<file path="src/include/fetch_params.svh">
`ifndef FETCH_PARAMS_SVH
`define FETCH_PARAMS_SVH

// address widths
`define FETCH_ADDR_W       32
`define FETCH_LINE_OFS     4     // 16-byte lines
`define FETCH_FIP_W        28    // line address, ADDR_W - LINE_OFS

// line payload
`define FETCH_LINE_W       128

// paging and TLB
`define FETCH_PAGE_OFS     12
`define FETCH_TLB_ENTRIES  8

// sets in each direct-mapped bank
`define FETCH_BANK_SETS    16

`endif

</file>
<file path="src/verilog/fetch_pkg.sv">
`include "fetch_params.svh"

package fetch_pkg;

    // line address, byte offset dropped
    typedef logic [`FETCH_FIP_W-1:0] fip_t;

    typedef struct packed {
        logic [`FETCH_ADDR_W-`FETCH_PAGE_OFS-1:0] vpn;   // virtual page
        logic [`FETCH_ADDR_W-`FETCH_PAGE_OFS-1:0] pfn;   // page frame
        logic                                     valid;
        logic                                     present;
        logic                                     pcd;   // uncacheable, no fetch allowed
    } tlb_entry_t;

    // translate stage result
    typedef struct packed {
        fip_t vfip;
        fip_t pfip;
        logic tlb_miss;
        logic prot_exc;
    } xlat_t;

    // one bank's result towards the decoder
    typedef struct packed {
        logic                     valid;
        logic                     hit;
        logic                     refilling;   // bank busy writing a fill
        logic                     tlb_miss;
        logic                     prot_exc;
        logic [1:0]               fip_lsb;
        logic [`FETCH_LINE_W-1:0] line;
    } fetch_line_t;

    typedef struct packed {
        logic valid;
        fip_t pfip;
    } fill_req_t;

    typedef struct packed {
        logic                     valid;
        fip_t                     pfip;
        logic [`FETCH_LINE_W-1:0] line;
    } fill_rsp_t;

endpackage

</file>
<file path="src/verilog/fetch_icache_bank.sv">
`timescale 1ns/1ps
`include "fetch_params.svh"

module fetch_icache_bank #(
    parameter int PARITY = 0
) (
    input  logic                   clk,
    input  logic                   reset_i,
    input  logic                   valid_i,
    input  fetch_pkg::xlat_t       xlat_i,
    input  fetch_pkg::fill_rsp_t   fill_rsp_i,
    output fetch_pkg::fill_req_t   fill_req_o,
    output fetch_pkg::fetch_line_t line_o
);
    import fetch_pkg::*;

    localparam int IDX_W = $clog2(`FETCH_BANK_SETS);
    localparam int TAG_W = `FETCH_FIP_W - IDX_W - 1;   // parity bit is not stored

    logic [TAG_W-1:0]         tag_q  [`FETCH_BANK_SETS];
    logic [`FETCH_LINE_W-1:0] data_q [`FETCH_BANK_SETS];
    logic [`FETCH_BANK_SETS-1:0] set_valid_q;
    logic                     outstanding_q;

    logic [IDX_W-1:0] idx;
    logic [TAG_W-1:0] tag;
    logic [IDX_W-1:0] fill_idx;
    logic             exc;
    logic             tag_hit;
    logic             req_c;

    // registered results
    logic                     res_valid_q;
    logic                     res_hit_q;
    logic                     res_refill_q;
    logic                     res_tlb_miss_q;
    logic                     res_prot_exc_q;
    logic [1:0]               res_lsb_q;
    logic [`FETCH_LINE_W-1:0] res_line_q;
    logic                     req_valid_q;
    fip_t                     req_pfip_q;

    assign idx      = xlat_i.pfip[IDX_W:1];
    assign tag      = xlat_i.pfip[`FETCH_FIP_W-1:IDX_W+1];
    assign fill_idx = fill_rsp_i.pfip[IDX_W:1];
    assign exc      = xlat_i.tlb_miss | xlat_i.prot_exc;
    assign tag_hit  = set_valid_q[idx] && (tag_q[idx] == tag);
    // one miss request at a time
    assign req_c    = valid_i && !exc && !tag_hit && !outstanding_q;

    //////////////////////////////
    // tag and data arrays
    //////////////////////////////
    always_ff @(posedge clk) begin
        if (fill_rsp_i.valid) begin
            tag_q[fill_idx]  <= fill_rsp_i.pfip[`FETCH_FIP_W-1:IDX_W+1];
            data_q[fill_idx] <= fill_rsp_i.line;
        end
    end

    always_ff @(posedge clk) begin
        if (reset_i) begin
            set_valid_q <= '0;
        end else if (fill_rsp_i.valid) begin
            set_valid_q[fill_idx] <= 1'b1;
        end
    end

    //////////////////////////////
    // lookup result and miss
    //////////////////////////////
    always_ff @(posedge clk) begin
        if (reset_i) begin
            res_valid_q   <= 1'b0;
            res_hit_q     <= 1'b0;
            res_refill_q  <= 1'b0;
            req_valid_q   <= 1'b0;
            outstanding_q <= 1'b0;
        end else begin
            res_valid_q  <= valid_i;
            res_hit_q    <= valid_i && tag_hit && !exc && !fill_rsp_i.valid;
            res_refill_q <= fill_rsp_i.valid;   // write cycle, hit forced low
            req_valid_q  <= req_c;
            if (req_c) begin
                outstanding_q <= 1'b1;
            end else if (fill_rsp_i.valid) begin
                outstanding_q <= 1'b0;
            end
        end
    end

    always_ff @(posedge clk) begin
        res_tlb_miss_q <= xlat_i.tlb_miss;
        res_prot_exc_q <= xlat_i.prot_exc;
        res_lsb_q      <= xlat_i.vfip[1:0];
        res_line_q     <= data_q[idx];
        req_pfip_q     <= xlat_i.pfip;
    end

    assign line_o = '{valid: res_valid_q, hit: res_hit_q, refilling: res_refill_q,
                      tlb_miss: res_tlb_miss_q, prot_exc: res_prot_exc_q,
                      fip_lsb: res_lsb_q, line: res_line_q};
    assign fill_req_o = '{valid: req_valid_q, pfip: req_pfip_q};

    // a pending request stays pending until its fill, no new one leaves meanwhile
    a_one_request: assert property (@(posedge clk) disable iff (reset_i)
        outstanding_q && !fill_rsp_i.valid |=> outstanding_q && !fill_req_o.valid);

    // memory answers only a pending request, on this bank's parity
    a_fill_parity: assert property (@(posedge clk) disable iff (reset_i)
        fill_rsp_i.valid |-> outstanding_q && (fill_rsp_i.pfip[0] == PARITY[0]));

endmodule

</file>
<file path="config.mk">
export PLATFORM = sky130hd
export DESIGN_NAME = fetch_icache_bank
export DESIGN_NICKNAME = d
export VERILOG_FILES = /design/src/verilog/fetch_pkg.sv /design/src/verilog/fetch_icache_bank.sv
export VERILOG_INCLUDE_DIRS = /design/src /design/src/include
export SDC_FILE = /design/constraint.sdc
export NUM_CORES = 2
export LEC_CHECK = 0
export BUFFER_PORTS_ARGS = -buffer_cell sky130_fd_sc_hd__buf_2
export CAP_MARGIN = 20
export CELL_PAD_IN_SITES_DETAIL_PLACEMENT = 1
export CELL_PAD_IN_SITES_GLOBAL_PLACEMENT = 2
export CORE_UTILIZATION = 40
export DETAILED_ROUTE_END_ITERATION = 10
export PLACE_DENSITY = 0.65
export SLEW_MARGIN = 20
export SYNTH_ARGS = -nofsm -noshare
export SYNTH_HDL_FRONTEND = slang
export SYNTH_SLANG_ARGS = --single-unit
</file>
<file path="constraint.sdc">
create_clock -name clk -period 13.2 [get_ports clk]
set_clock_uncertainty 0.05 [all_clocks]
set_input_delay 2.64 -clock clk [delete_from_list [all_inputs] [get_ports clk]]
set_output_delay 2.64 -clock clk [all_outputs]
set_load 0.02 [all_outputs]
</file>
# After elaboration in Yosys (flattened, before gate mapping)
# Memories as Yosys holds them, arrays and structs flattened. A register that Yosys moved wholly into a read port is not among the register bits.
# Index checks and enable logic that the tools add are counted.
# word_totals
input_bits	218
word_cells	39
mem_bits_rw	2416
out_inout_bits	164
mem_bits_ro	0
reg_bits	53
latchBits	0
memories	2
# memory_table
name	words	width	read_ports	rd_clocked_by_memory_dff	wr	line_no	source
data_q	16	128	1	1	1	fetch_icache_bank.sv:21	logic [`FETCH_LINE_W-1:0] data_q [`FETCH_BANK_SETS];
tag_q	16	23	1	0	1	fetch_icache_bank.sv:20	logic [TAG_W-1:0] tag_q [`FETCH_BANK_SETS];
# classes
n_eq_ne	1
n_mul	0
n_reduce_logical	13
n_addsub	0
shifts	0
n_lt_le_gt_ge	3
muxes	8
bitwise_logic	2
div_mod_pow	0
# ops
operator	count
23-bit equality test	1
16-bit bitwise OR	1
4-bit by 5-bit less-than comparator with 1-bit output, second input constant	2
1-bit logical AND	8
1-bit 2-to-1 mux	6
1-bit binary-select mux with 4-bit select	1
1-bit demux with 4-bit select	1
4-bit by 1-bit >= comparator with 1-bit output, second input constant	1
1-bit logical NOT	4
2-bit nonzero test	1
1-bit bitwise OR	1

# Depth between registers and ports, before layout
# logic_depth
word_depth	7
depth_mapped	12
depth_no_buf	8

# Least setup slack after synthesis
# No wires, ideal clock.
# synth_path
path_type	input -> register
start	in fill_rsp_i[130] in the netlist's numbering
end	mem data_q[0][0] in the netlist's numbering, enable pin
path_stages	2
slack_ps	-1086
t_required_ps	12299
n_path_buf	0
setup_ps	851
arrival_ps	13385
cell_sequence	or3b_2 -> nor3_1
# synth_rtl
item	line_no	source
start: declaration	fetch_icache_bank.sv:11	input fetch_pkg::fill_rsp_t fill_rsp_i,
end: declaration	fetch_icache_bank.sv:21	
# No word-level cell before the write port.

# Worst setup path in the final report
# layout_path
start	in xlat_i[5] in the netlist's numbering
end	reg outstanding_q
# layout_between
elab_chain_len	7
word_cells_on_any_way	10
cone_classes	1 x eq/ne; 3 x mux; 5 x reduce/logical; 1 x memory
# layout_rtl
item	line_no	source
start: declaration	fetch_icache_bank.sv:10	input fetch_pkg::xlat_t xlat_i,
memory 16 x 23 bit / 1-bit binary-select mux with 4-bit select (equally long branches)	-	
23-bit equality test / 1-bit 2-to-1 mux (equally long branches)	fetch_icache_bank.sv:47	assign tag_hit = set_valid_q[idx] && (tag_q[idx] == tag);
1-bit logical AND (*)	fetch_icache_bank.sv:47	
1-bit logical NOT (*)	fetch_icache_bank.sv:49	assign req_c = valid_i && !exc && !tag_hit && !outstanding_q;
1-bit logical AND (*) (2 in series)	fetch_icache_bank.sv:49	
1-bit 2-to-1 mux / 2-bit nonzero test (equally long branches)	-	
end signal: assignment	fetch_icache_bank.sv:78	outstanding_q <= 1'b0;
end signal: assignment	fetch_icache_bank.sv:85	outstanding_q <= 1'b1;
end signal: assignment	fetch_icache_bank.sv:87	outstanding_q <= 1'b0;
end: declaration	fetch_icache_bank.sv:23	logic outstanding_q;
# Mark *: on every way between the ends. The rest lies on a longest branch, timed or not. The select of a mux whose other input is x is not followed.
# A chain may end at the register's enable or synchronous reset.

==> run summary <==
CTS Hold Buffers Added: 0
Worst min-delay path category: register to register
PostCTS Resize Cnt: 0
Net switching power: 3.77 mW
Mapped cell area: 95300 um2
Number of routed nets with antenna violations: 0
Predominant post-synthesis flop cell: edfxtp_1
Total gr overflow: 0
Tmin final: 6070 ps
Critical R2R Capture: outstanding_q$_SDFFE_PP0P_
Area grow syn2layout: 15.8%
Total wire length: 235000 um
Fraction of the cycle the final worst path needs: 46.0%
NumNets Final: 4618
CP max FO: 84
Max Clk Rate: 0.165 GHz
Sw frac: 21.0%
Setup Fix Bufs, Post-CTS: 0
Total GRT Usage: 19.5%
Num CTS Buffers: 295
Number of flops mapped to enable cells by yosys: 2416
Post-synth ARST share: 0%
Initial antenna violation count: 73
Layout fillers: 21060
Max Root-Sink Buffers: 4
RSZ-0062 raised after global routing: false
Post-layout util: 46.7%
Worst Max-Slew Pin Slew: 1130 ps
Synthesized area per cell: 24.7 um2
Drt initial violations: 3654
Worst-path clk slew: 60 ps
Post-DP HPWL: 115000 um
Arrival @ worst endpoint: 6840 ps
IO Port Bufs: 354
Pin count of the biggest net entering global routing: 147
Max-Cap Viols: 0
Vias in the first global route: 46502
Post-synthesis sequential area ratio: 79.9%
Combinational share of power: 5.0%
Top Ports: 382
CP endpoint kind: register
Core Area: 236000 um2
DR vias: 43006
Pint: 14.2 mW
Placed inst area: 101000 um2
Status: finished, final reports clean
Die height: 490 um
Headroom to the max-slew limit: 24.9%
Setup violations, final: 0
First-pass GRT wire length: 336000 um
H-tree levels: 5
Crit path launch: xlat_i[5]
CP startpoint kind: input port
Post-route cell area: 110000 um2
DIE AREA: 240000 um2
Root Buffer Master: clkbuf_16
Power per Cell Area: 163 nW/um2
Yosys cell types: 55
Latest clock arrival within the worst-skew pair: 920 ps
Clk pwr share: 43.4%
Via-to-Cell Ratio: 5.52
Hold Fails Final Rpt: 0
Synthesized instance count: 3865
Peak supply drop: 99.6 uV
CTS Sinks: 2597
Max Slew Vio Count: 0
Routability congestion estimate from global placement: 0.698
Layout cell share with drive strength beyond 1: 33.6%
Iteration count of the initial detailed-routing pass: 7
Starting Density: 40.4%
Worst Setup EP: outstanding_q$_SDFFE_PP0P_
Setup TNS: 0 ps
Remaining DRCs: 0
Mapped Nets: 4083
Drt wl/cell: 30.1 um
Ys Warns: 0
Flop pwr share: 51.6%
CTS tree: yes
LEAKAGE: 35.2 nW
WS Path Type: input port to register
Flop2flop setup slack: 10040 ps
Die X: 490 um
Worst endpoint required time: 13970 ps
Reg2Reg Depth: 8
Worst flop-to-flop path startpoint: tag_q[7][20]$_DFFE_PP_
Synth Register Bits: 2597
Row cnt: 178
Final Hold Slack: 418 ps
[registers in the layout, indices dropped and copies added (netlist names), 2 cells and up]
register     cells
set_valid_q     16
req_pfip_q      28
tag_q          368
res_line_q     128
res_lsb_q        2
data_q        2048
[placed cells by master, fill, tap and decap left out, drive strengths merged, types with 5 or more instances in the layout]
cell / Yosys / routed
clkinvlp: 0 / 7
clkinv: 1 / 70
a31oi: 8 / 8
nor3: 10 / 10
a211oi: 25 / 25
xor2: 9 / 9
a21oi: 22 / 22
bufinv: 0 / 15
a22oi: 16 / 16
nor2b: 9 / 9
and2: 22 / 22
o21ai: 5 / 5
nand3: 8 / 8
diode: 0 / 20
buf: 109 / 432
mux4: 695 / 695
mux2i: 84 / 84
dfxtp: 181 / 181
xnor2: 14 / 14
inv: 7 / 19
edfxtp: 2416 / 2416
nor4: 5 / 5
nand2: 33 / 33
nor2: 54 / 54
clkbuf: 85 / 409
[power by group through the flow]
stage	Clock, mW	Combinational, mW	Sequential, mW
floorplan	0	0.471	9.50
global placement	0	0.901	9.44
detailed placement	0	0.917	9.45
CTS	8.00	0.919	9.28
global route	8.28	0.961	9.29
finish	7.81	0.895	9.27
[synthesized netlist by cell type, types with 5 or more instances]
cell	n	area (um2)
a211oi_1	25	188
a21oi_1	22	110
a22oi_1	16	120
a31oi_1	8	50.1
and2_1	20	125
buf_1	47	176
buf_2	47	235
buf_4	12	90.1
clkbuf_1	85	319
dfxtp_1	181	3620
edfxtp_1	2416	72500
inv_1	7	26.3
mux2i_1	84	841
mux4_2	693	15600
nand2_1	33	124
nand3_1	8	40.0
nor2_1	54	203
nor2b_1	9	56.3
nor3_1	10	50.1
nor4_1	5	31.3
o21ai_0	5	25.0
xnor2_1	14	123
xor2_1	9	78.8
[layout make-up]
| type | count | area (um2) | share of cell area, % |
|---|---|---|---|
| diodes | 20 | 50.0 | 0.0454 |
| clock buffers | 409 | 8250 | 7.48 |
| clock inverters | 103 | 932 | 0.845 |
| inverters | 8 | 37.5 | 0.0340 |
| multi-input cells | 1066 | 18400 | 16.7 |
| flip-flops and latches | 2597 | 76200 | 69.0 |
| well taps | 3150 | 3940 | 3.57 |
| repair buffers | 432 | 2580 | 2.34 |
[layer usage]
layer	GRT usage [%]	vias up	wire, um
met4	4.67	38	4380
met5	0	-	227
met3	4.39	363	14500
li1	-	17667	-
met1	27.3	23674	102000
met2	31.2	1264	113000
[through the flow]
step	power (mW)	instances	setup WS (ps)
5_1_grt	18.5	7771	6690
4_1_cts	18.2	7765	7020
3_3_place_gp	10.3	7253	6040
2_1_floorplan	9.97	3865	2990
6_report	18.0	7785	7130
3_5_place_dp	10.4	7253	6020
[worst max-delay path, cell delays in order]
cell,delay (ps)
buf_8,610
buf_4,900
inv_2,30
buf_4,370
mux2i_1,240
xnor2_1,440
nand4b_1,150
nor4_1,400
or4b_1,630
a22o_1,290
[worst min-delay path by stage]
stage	start	endpoint	slack (ps)	depth (start not counted)
finish	set_valid_q[13]$_SDFFE_PP0P_	set_valid_q[13]$_SDFFE_PP0P_	420	2
global route	set_valid_q[7]$_SDFFE_PP0P_	set_valid_q[7]$_SDFFE_PP0P_	440	2
CTS	set_valid_q[0]$_SDFFE_PP0P_	set_valid_q[0]$_SDFFE_PP0P_	420	2
detailed placement	set_valid_q[7]$_SDFFE_PP0P_	set_valid_q[7]$_SDFFE_PP0P_	410	2
global placement	set_valid_q[13]$_SDFFE_PP0P_	set_valid_q[13]$_SDFFE_PP0P_	390	2
floorplan	set_valid_q[10]$_SDFFE_PP0P_	set_valid_q[10]$_SDFFE_PP0P_	380	2
[kinds of logic (layout without fill, tap and decap cells)]
kind of cell    after synthesis  in the layout  synth area share [%]
compound gates              103            103                 0.764
xor+xnor                     23             23                 0.211
buf+inv                     202            952                 0.932
flops                      2597           2597                  79.9
mux                         783            783                  17.4
other cells                   0             20                     0
simple gates                157            157                 0.798
Note: power is estimated with default switching activity, not from simulation.
