[src/include/fetch_params.svh]
`ifndef FETCH_PARAMS_SVH
`define FETCH_PARAMS_SVH

// address widths
`define FETCH_ADDR_W       32
`define FETCH_LINE_OFS     4     // 16-byte lines
`define FETCH_FIP_W        28    // line address, ADDR_W - LINE_OFS

// line payload
`define FETCH_LINE_W       128

// paging and TLB
`define FETCH_PAGE_OFS     12
`define FETCH_TLB_ENTRIES  8

// sets in each direct-mapped bank
`define FETCH_BANK_SETS    16

`endif

[src/verilog/fetch_pkg.sv]
`include "fetch_params.svh"

package fetch_pkg;

    // line address, byte offset dropped
    typedef logic [`FETCH_FIP_W-1:0] fip_t;

    typedef struct packed {
        logic [`FETCH_ADDR_W-`FETCH_PAGE_OFS-1:0] vpn;   // virtual page
        logic [`FETCH_ADDR_W-`FETCH_PAGE_OFS-1:0] pfn;   // page frame
        logic                                     valid;
        logic                                     present;
        logic                                     pcd;   // uncacheable, no fetch allowed
    } tlb_entry_t;

    // translate stage result
    typedef struct packed {
        fip_t vfip;
        fip_t pfip;
        logic tlb_miss;
        logic prot_exc;
    } xlat_t;

    // one bank's result towards the decoder
    typedef struct packed {
        logic                     valid;
        logic                     hit;
        logic                     refilling;   // bank busy writing a fill
        logic                     tlb_miss;
        logic                     prot_exc;
        logic [1:0]               fip_lsb;
        logic [`FETCH_LINE_W-1:0] line;
    } fetch_line_t;

    typedef struct packed {
        logic valid;
        fip_t pfip;
    } fill_req_t;

    typedef struct packed {
        logic                     valid;
        fip_t                     pfip;
        logic [`FETCH_LINE_W-1:0] line;
    } fill_rsp_t;

endpackage

[src/verilog/fetch_tlb.sv]
`timescale 1ns/1ps
`include "fetch_params.svh"

module fetch_tlb (
    input  logic                                   clk,
    input  logic                                   reset_i,
    input  logic                                   wr_i,
    input  logic [$clog2(`FETCH_TLB_ENTRIES)-1:0]  wr_idx_i,
    input  fetch_pkg::tlb_entry_t                  wr_entry_i,
    input  fetch_pkg::fip_t                        fip_i,
    output fetch_pkg::xlat_t                       xlat_o
);
    import fetch_pkg::*;

    // page offset bits that remain inside a line address
    localparam int VPN_LSB = `FETCH_PAGE_OFS - `FETCH_LINE_OFS;

    tlb_entry_t                    entries_q [`FETCH_TLB_ENTRIES];
    logic [`FETCH_TLB_ENTRIES-1:0] match;
    tlb_entry_t                    hit_entry;
    logic                          any_hit;

    //////////////////////////////
    // entry array
    //////////////////////////////
    always_ff @(posedge clk) begin
        if (reset_i) begin
            for (int i = 0; i < `FETCH_TLB_ENTRIES; i++) begin
                entries_q[i] <= '0;
            end
        end else if (wr_i) begin
            entries_q[wr_idx_i] <= wr_entry_i;   // seen by lookups next cycle
        end
    end

    //////////////////////////////
    // parallel match
    //////////////////////////////
    always_comb begin
        hit_entry = '0;
        for (int i = 0; i < `FETCH_TLB_ENTRIES; i++) begin
            match[i] = entries_q[i].valid && entries_q[i].present
                       && (entries_q[i].vpn == fip_i[`FETCH_FIP_W-1:VPN_LSB]);
            if (match[i]) begin
                hit_entry = entries_q[i];
            end
        end
    end

    assign any_hit = |match;

    always_comb begin
        xlat_o.vfip     = fip_i;
        xlat_o.pfip     = {hit_entry.pfn, fip_i[VPN_LSB-1:0]};   // frame + in-page line
        xlat_o.tlb_miss = ~any_hit;
        xlat_o.prot_exc = any_hit & hit_entry.pcd;   // fetch from uncacheable page
    end

    // the page table writer must never map one page twice
    a_single_match: assert property (@(posedge clk) disable iff (reset_i)
        $onehot0(match));

endmodule

[config.mk]
export PLATFORM = sky130hd
export DESIGN_NAME = fetch_tlb
export DESIGN_NICKNAME = d
export VERILOG_FILES = /design/src/verilog/fetch_pkg.sv /design/src/verilog/fetch_tlb.sv
export VERILOG_INCLUDE_DIRS = /design/src /design/src/include
export SDC_FILE = /design/constraint.sdc
export NUM_CORES = 1
export LEC_CHECK = 0
export CORE_ASPECT_RATIO = 1.5
export CORE_MARGIN = 2
export CORE_UTILIZATION = 64
export DETAILED_ROUTE_END_ITERATION = 10
export DONT_BUFFER_PORTS = 1
export PLACE_DENSITY = 0.84
export SKIP_CTS_REPAIR_TIMING = 1
export SLEW_MARGIN = 10
export SYNTH_ARGS = -nofsm -noshare
export SYNTH_HDL_FRONTEND = slang
export SYNTH_SLANG_ARGS = --single-unit
[constraint.sdc]
create_clock -name clk -period 3.5 [get_ports clk]
set_input_delay 0.525 -clock clk [delete_from_list [all_inputs] [get_ports clk]]
set_output_delay 0.525 -clock clk [all_outputs]
set_load 0.005 [all_outputs]
### Word level (Yosys, flattened, before mapping)

Memories as Yosys holds them, arrays and structs flattened.
Index checks and enable logic that the tools add are counted.

| storage, ports and cells | value |
|---|---|
| register bits after elaboration | 0 |
| latch bits | 0 |
| RAM bits | 344 |
| bits in read-only memories | 0 |
| input port bits | 77 |
| output and inout bits | 58 |
| logic and storage cells | 45 |
| memories kept | 1 |

| cells by class | value |
|---|---|
| add/subtract/negate cells | 0 |
| multiply operators | 0 |
| divide/modulo/power cells | 0 |
| order comparisons | 0 |
| eq/ne operators | 8 |
| shift-type cells | 0 |
| muxes and demuxes | 16 |
| bitwise logic cells | 2 |
| reductions and logical operators | 18 |

Memories:

| name | depth | width | read ports | clocked after Yosys merged registers in | wr ports | RTL line | text |
|---|---|---|---|---|---|---|---|
| entries_q | 8 | 43 | 8 | 0 | 8 | fetch_tlb.sv:18 | `` tlb_entry_t entries_q [`FETCH_TLB_ENTRIES]; `` |

Operators with widths:

| cell | number |
|---|---|
| $mux W23 | 8 |
| $eq A20 B20 Y1 | 8 |
| $mux W43 | 1 |
| $reduce_or A43 Y1 | 1 |
| $logic_and A1 B1 Y1 | 16 |
| $reduce_or A8 Y1 | 1 |
| $mux W1 | 6 |
| $mux W3 | 1 |
| $and A1 B1 Y1 | 1 |
| $not A1 Y1 | 1 |

### Logic depth before layout (Yosys ltp)

Gate-level depths: netlist of run 1.
An unclocked memory read counts as a cell.

| logic depth | value |
|---|---|
| word-level depth | 12 |
| mapped depth | 10 |
| gate-level depth less buffers | 7 |

### Least setup slack after synthesis of run 1

No wires, ideal clock.

| path | value |
|---|---|
| path type | input -> output |
| start | input port fip_i[15] |
| end | output port xlat_o[17] in the netlist's numbering |
| data arrival time | 2.324 ns |
| setup slack | 0.651 ns |
| stages on the path | 10 |
| cells stage by stage | buf_2 xor2_1 nor4_2 nand4_1 nor3_4 or3_1 buf_4 buf_6 a221oi_2 o31ai_2 |

RTL lines:

| item | RTL line | text |
|---|---|---|
| start, declared | fetch_tlb.sv:10 | `input fetch_pkg::fip_t fip_i,` |
| end, declared | fetch_tlb.sv:11 | `output fetch_pkg::xlat_t xlat_o` |

==> results of run 1 <==
kinds of logic (layout without fill, tap and decap cells):
kind of cell	count (synthesis)	count (layout)	share of synthesized area
AND/OR/NAND/NOR	506	506	0.183
flip-flops	344	344	0.624
XOR/XNOR	160	160	0.0847
buffers and inverters	151	157	0.0463
AO/OA/AOI/OAI	109	109	0.0613
area by class of cell:
cell class | count | area share
inverter | 36 | 0.00736
multi-input combinational | 775 | 0.312
tap | 333 | 0.0227
timing repair buffer | 64 | 0.0405
sequential | 344 | 0.563
clock buffer | 36 | 0.0433
clock inverter | 21 | 0.0112
final timing paths:
path	from	end	slack, ns	depth (start not counted)
setup / recovery	entries_q[3][37]	xlat_o[0]	-0.09	8
hold / removal	wr_entry_i[38]	entries_q[5][38]	0.14	1
per-stage QoR:
stage	instance area (sq um)	util	TNS (ns)	std cells	total power, uW
2_1_floorplan	16500	-	0	1270	5300
3_3_place_gp	16900	0.662	-0.0352	1542	5390
3_5_place_dp	16900	0.662	-0.308	1542	5420
5_1_grt	18400	0.717	-2.23	1609	8900
4_1_cts	17900	0.701	-9.53	1599	8700
6_report	18400	0.717	-0.451	1609	8700
per-layer routing:
metal	share of wire	global-route usage	vias to the layer above
met5	0	0	-
met4	0.053	0.133	0
met3	0.054	0.0381	113
met2	0.55	0.546	391
met1	0.34	0.328	5044
li1	-	-	4417
cell usage in the layout (no fill, tap or decap), types with 3 or more instances in the layout:
master	n
inv_1	36
clkinv_2	6
nor4_2	10
clkinv_1	3
nand4_1	19
a221o_1	18
bufinv_16	3
or3_1	4
clkbuf_16	34
nor2_2	6
a221oi_2	25
clkinvlp_4	4
nor3_1	29
edfxtp_1	344
a221oi_1	14
buf_4	42
clkinv_4	3
nor3_2	3
o31ai_1	5
and2_1	345
nor2_1	24
buf_12	15
clkbuf_1	5
a21oi_1	21
xnor2_1	37
nand2_1	25
nor4_1	17
xor2_1	120
or2_2	8
o31ai_2	13
xnor2_2	3
report_power, final:
part | leakage [uW] | internal (uW) | switching, uW | total, uW
Clock | 0.000480 | 1860 | 1490 | 3350
Combinational | 0.00281 | 173 | 290 | 464
Sequential | 0.00330 | 4790 | 94.7 | 4890
==> impl_metrics.env, run 1 <==
export IMPL_ys_seq_area_frac=0.624
export IMPL_die_height_um=201
export IMPL_ff_latch_area_sq_mm=0.0103
export IMPL_reg_top3="entries_q: 344 flops"
export IMPL_place_gp_congestion=0.874
export IMPL_critPathBufInv=2
export IMPL_p_leak_uw=0.00659
export IMPL_powerDensity_mw_per_mm2=474
export IMPL_cts_buffers=31
export IMPL_synthArstFlopShare=0
export IMPL_htreeDepth=1
export IMPL_yosysWarnings=0
export IMPL_final_antenna_net_count=0
export IMPL_path_max_fanout=11
export IMPL_dp_slack_ns=-0.0818
export IMPL_io_buffers=0
export IMPL_grt_pass1_vias=10100
export IMPL_totalWireLength_um=40700
export IMPL_synth_seq_cells=344
export IMPL_critical_path_class="reg -> out"
export IMPL_yosysMostFrequentCell="and2_1"
export IMPL_cts_max_path_buffers=3
export IMPL_num_rows=72
export IMPL_worstPathRequired_ns=2.97
export IMPL_initial_core_util=0.647
export IMPL_max_stage_delay_ns=0.81
export IMPL_hold_ws_ns=0.144
export IMPL_nNetsFinal=1329
export IMPL_synth_area_leader_cell="edfxtp_1"
export IMPL_synth_edf_count=344
export IMPL_grt_pass1_wl_um=59100
export IMPL_track_usage=0.293
export IMPL_syn_nets=1347
export IMPL_antenna_found_initial=0
export IMPL_critPathTopFamily="compound AO/OA/AOI/OAI gates"
export IMPL_syn2layout_area_growth_pct=10.9
export IMPL_cpMaxStageDelayCell="a2111oi_0"
export IMPL_hp_class="in -> reg"
export IMPL_clk_pin_slew_ns=0.07
export IMPL_drt_initial_drc_count=905
export IMPL_synthTopCellsByArea="edfxtp_1, and2_1, xor2_1"
export IMPL_synthTopCellsByCount="and2_1, edfxtp_1, xor2_1"
export IMPL_largest_register="entries_q"
export IMPL_wl_per_cell_um=25.3
export IMPL_die_area_sq_mm=0.0272
export IMPL_drtPass1Iterations=5
export IMPL_fin_ws_ns=-0.0886
export IMPL_crit_chain="xor2_1, nor4_2, nand4_1, nor4_4, buf_4, buf_12, a2111oi_0, a221oi_4"
export IMPL_violations="negative setup slack"
export IMPL_start_kind="flip-flop"
export IMPL_die_x_um=135
export IMPL_syn_avg_cell_area_sq_um=13.0
export IMPL_dpl_hpwl_um=25300
export IMPL_cp_arrival_ns=3.06
export IMPL_relSlewSlack=0.398
export IMPL_crit_path_end_kind="output pin"
export IMPL_synthFlopType="edfxtp_1"
export IMPL_diodes=0
export IMPL_synth_top_cell_area_share=0.624
export IMPL_rsz0062_at_grt="yes"
export IMPL_io_pins=135
export IMPL_maxCapViolCount=0
export IMPL_finalHoldViolCount=0
export IMPL_grt_overflow_total=0
export IMPL_grt_max_degree=44
export IMPL_netlist_instances=1270
export IMPL_largest_register_ffs=344
export IMPL_setup_violations=14
export IMPL_final_layout_size_suffix_gt1_frac=0.153
export IMPL_fin_crit_sh=1.03
export IMPL_fin_crit_ns=3.59
export IMPL_cts_sinks=344
export IMPL_routed_via_density=6.19
export IMPL_multi_input_area_sq_mm=0.00573
export IMPL_synth_cell_types=42
export IMPL_cts_tree="built"
export IMPL_ir_drop_mv=0.410
export IMPL_fillerInstances=1665
export IMPL_status="finished with violations"
export IMPL_max_slew_worst_pin_slew_ns=0.881
export IMPL_core_area_sq_mm=0.0256
export IMPL_finalMaxSlewViolations=0
export IMPL_syn_area_sq_mm=0.0165
export IMPL_dr_total_vias=9965
export IMPL_cts_root_buffer="clkbuf_16"
export IMPL_max_freq_mhz=279
export IMPL_drc=0
Power figures use the tool's default switching activity.
==> inputs of run 2 (changes only) <==
- CORE_UTILIZATION: 64 -> 58
- PLACE_DENSITY: 0.84 -> 0.8
- clock period: 3.5 -> 3.1 ns (I/O delays scaled with it)
==> run 2 against run 1 <==
Against the previous run:
- the run still ends with negative setup slack left
- utilization shrank 5.9 points
- die area grew 10%
- via count grew 0.37%
- wire length grew 2.7%
- non-clock buffer count grew 14
- largest cell class unchanged
- largest power group unchanged
==> impl_metrics.env, run 2 (synthesized netlist as in run 1, its figures left out) <==
export IMPL_status="finished with violations"
export IMPL_violations="negative setup slack"
export IMPL_powerDensity_mw_per_mm2=534
export IMPL_critical_path_class="reg -> out"
export IMPL_reg_top3="entries_q: 344 flops"
export IMPL_power_switching_uw=2090
export IMPL_cp_arrival_ns=3.08
export IMPL_die_x_um=142
export IMPL_nNetsFinal=1343
export IMPL_final_layout_size_suffix_gt1_frac=0.158
export IMPL_crit_chain="xnor2_2, nand4_1, nor4_4, a211oi_2, buf_4, buf_12, buf_8, a221o_1, a221oi_2, o31ai_2"
export IMPL_power_clock_fraction=0.385
export IMPL_final_antenna_net_count=0
export IMPL_critPathTopFamily="compound AO/OA/AOI/OAI gates"
export IMPL_ir_drop_mv=0.443
export IMPL_setup_violations=22
export IMPL_max_slew_worst_pin_slew_ns=0.781
export IMPL_worstPathRequired_ns=2.63
export IMPL_cpMaxStageDelayCell="edfxtp_1"
export IMPL_initial_core_util=0.590
export IMPL_multi_input_area_sq_mm=0.00575
export IMPL_max_freq_mhz=282
export IMPL_cp_depth=10
export IMPL_p_total_uw=9870
export IMPL_ff_latch_area_sq_mm=0.0103
export IMPL_cts_buffers=31
export IMPL_routed_via_density=6.12
export IMPL_largest_register_ffs=344
export IMPL_htreeDepth=1
export IMPL_worstHoldPathCells=1
export IMPL_dpl_hpwl_um=25900
export IMPL_fin_ws_ns=-0.450
export IMPL_clk_pin_slew_ns=0.06
export IMPL_core_area_sq_mm=0.0281
export IMPL_grt_max_degree=44
export IMPL_path_max_fanout=5
export IMPL_fin_crit_sh=1.15
export IMPL_critPathBufInv=3
export IMPL_syn2layout_area_growth_pct=11.6
export IMPL_final_util=0.658
export IMPL_diodes=0
export IMPL_wl_per_cell_um=25.6
export IMPL_crit_path_end_kind="output pin"
export IMPL_grt_pass1_wl_um=62000
export IMPL_maxCapViolCount=0
export IMPL_p_sw_frac=0.212
export IMPL_hold_ws_ns=0.0727
export IMPL_grt_overflow_total=0
export IMPL_max_stage_delay_ns=0.42
export IMPL_track_usage=0.281
export IMPL_finalHoldViolCount=0
export IMPL_io_buffers=0
export IMPL_die_area_sq_mm=0.0299
export IMPL_final_cell_mix="and2_1, edfxtp_1, xor2_1"
export IMPL_cts_sinks=344
export IMPL_relSlewSlack=0.466
export IMPL_dr_total_vias=10000
export IMPL_fin_crit_ns=3.55
export IMPL_place_gp_congestion=0.844
export IMPL_cts_tree="built"
export IMPL_cts_max_path_buffers=3
export IMPL_start_kind="flip-flop"
export IMPL_totalWireLength_um=41800
export IMPL_rsz0062_at_grt="yes"
export IMPL_die_height_um=211
export IMPL_num_rows=75
export IMPL_cts_root_buffer="clkbuf_16"
export IMPL_drt_initial_drc_count=718
export IMPL_power_internal_uw=7770
export IMPL_seqPwrFrac=0.559
export IMPL_pwr_share_comb=0.056
export IMPL_finalMaxSlewViolations=0
export IMPL_drc=0
export IMPL_largest_register="entries_q"
export IMPL_io_pins=135
export IMPL_p_leak_uw=0.00666
export IMPL_grt_pass1_vias=10300
export IMPL_antenna_found_initial=0
export IMPL_drtPass1Iterations=5
export IMPL_dp_slack_ns=0.0392
export IMPL_hp_class="in -> reg"
export IMPL_fillerInstances=1979
run 2: cell types whose count changed in the layout (fill, tap and decap cells not counted), moves of 3 or more:
| cell | change |
|---|---|
| a221oi_1 | +3 |
| clkinvlp_4 | -4 |
| buf_4 | +11 |
| clkinv_1 | +3 |
| buf_6 | +5 |
| xor2_1 | -6 |
| clkbuf_1 | +3 |
| xor2_2 | +6 |
| clkinv_4 | -3 |
| a221oi_2 | -3 |
run 2: metal layers:
layer,track usage,routed length [um]
met4,0.164,2570
met5,0,0
met1,0.310,14400
met3,0.0415,2550
met2,0.512,22300
run 2: stage by stage:
| step | area, sq um | TNS (ns) | std cells |
|---|---|---|---|
| finish | 18500 | -8.35 | 1633 |
| global route | 18500 | -10.18 | 1633 |
| CTS | 18100 | -10.35 | 1628 |
| detailed placement | 17200 | 0 | 1574 |
| global placement | 17200 | 0 | 1574 |
| floorplan | 16500 | 0 | 1270 |
run 2: final timing paths:
kind                             start                to  slack (ns)
worst max-delay path  entries_q[1][26]        xlat_o[20]       -0.45
worst min-delay path    wr_entry_i[27]  entries_q[1][27]        0.07
run 2: power by group through the flow:
| stage | Sequential (uW) | Clock [uW] | Combinational [uW] |
|---|---|---|---|
| global route | 5540 | 4000 | 580 |
| finish | 5520 | 3800 | 550 |
| global placement | 5600 | 0 | 514 |
| detailed placement | 5610 | 0 | 527 |
| floorplan | 5590 | 0 | 394 |
| CTS | 5510 | 3840 | 532 |
run 2: area by class of cell:
cell class | instances | share of cell area
clock buffer | 39 | 0.0437
multi-input combinational | 775 | 0.311
sequential | 344 | 0.560
timing repair buffer | 78 | 0.0453
inverter | 36 | 0.00732
clock inverter | 15 | 0.00929
tap | 346 | 0.0235
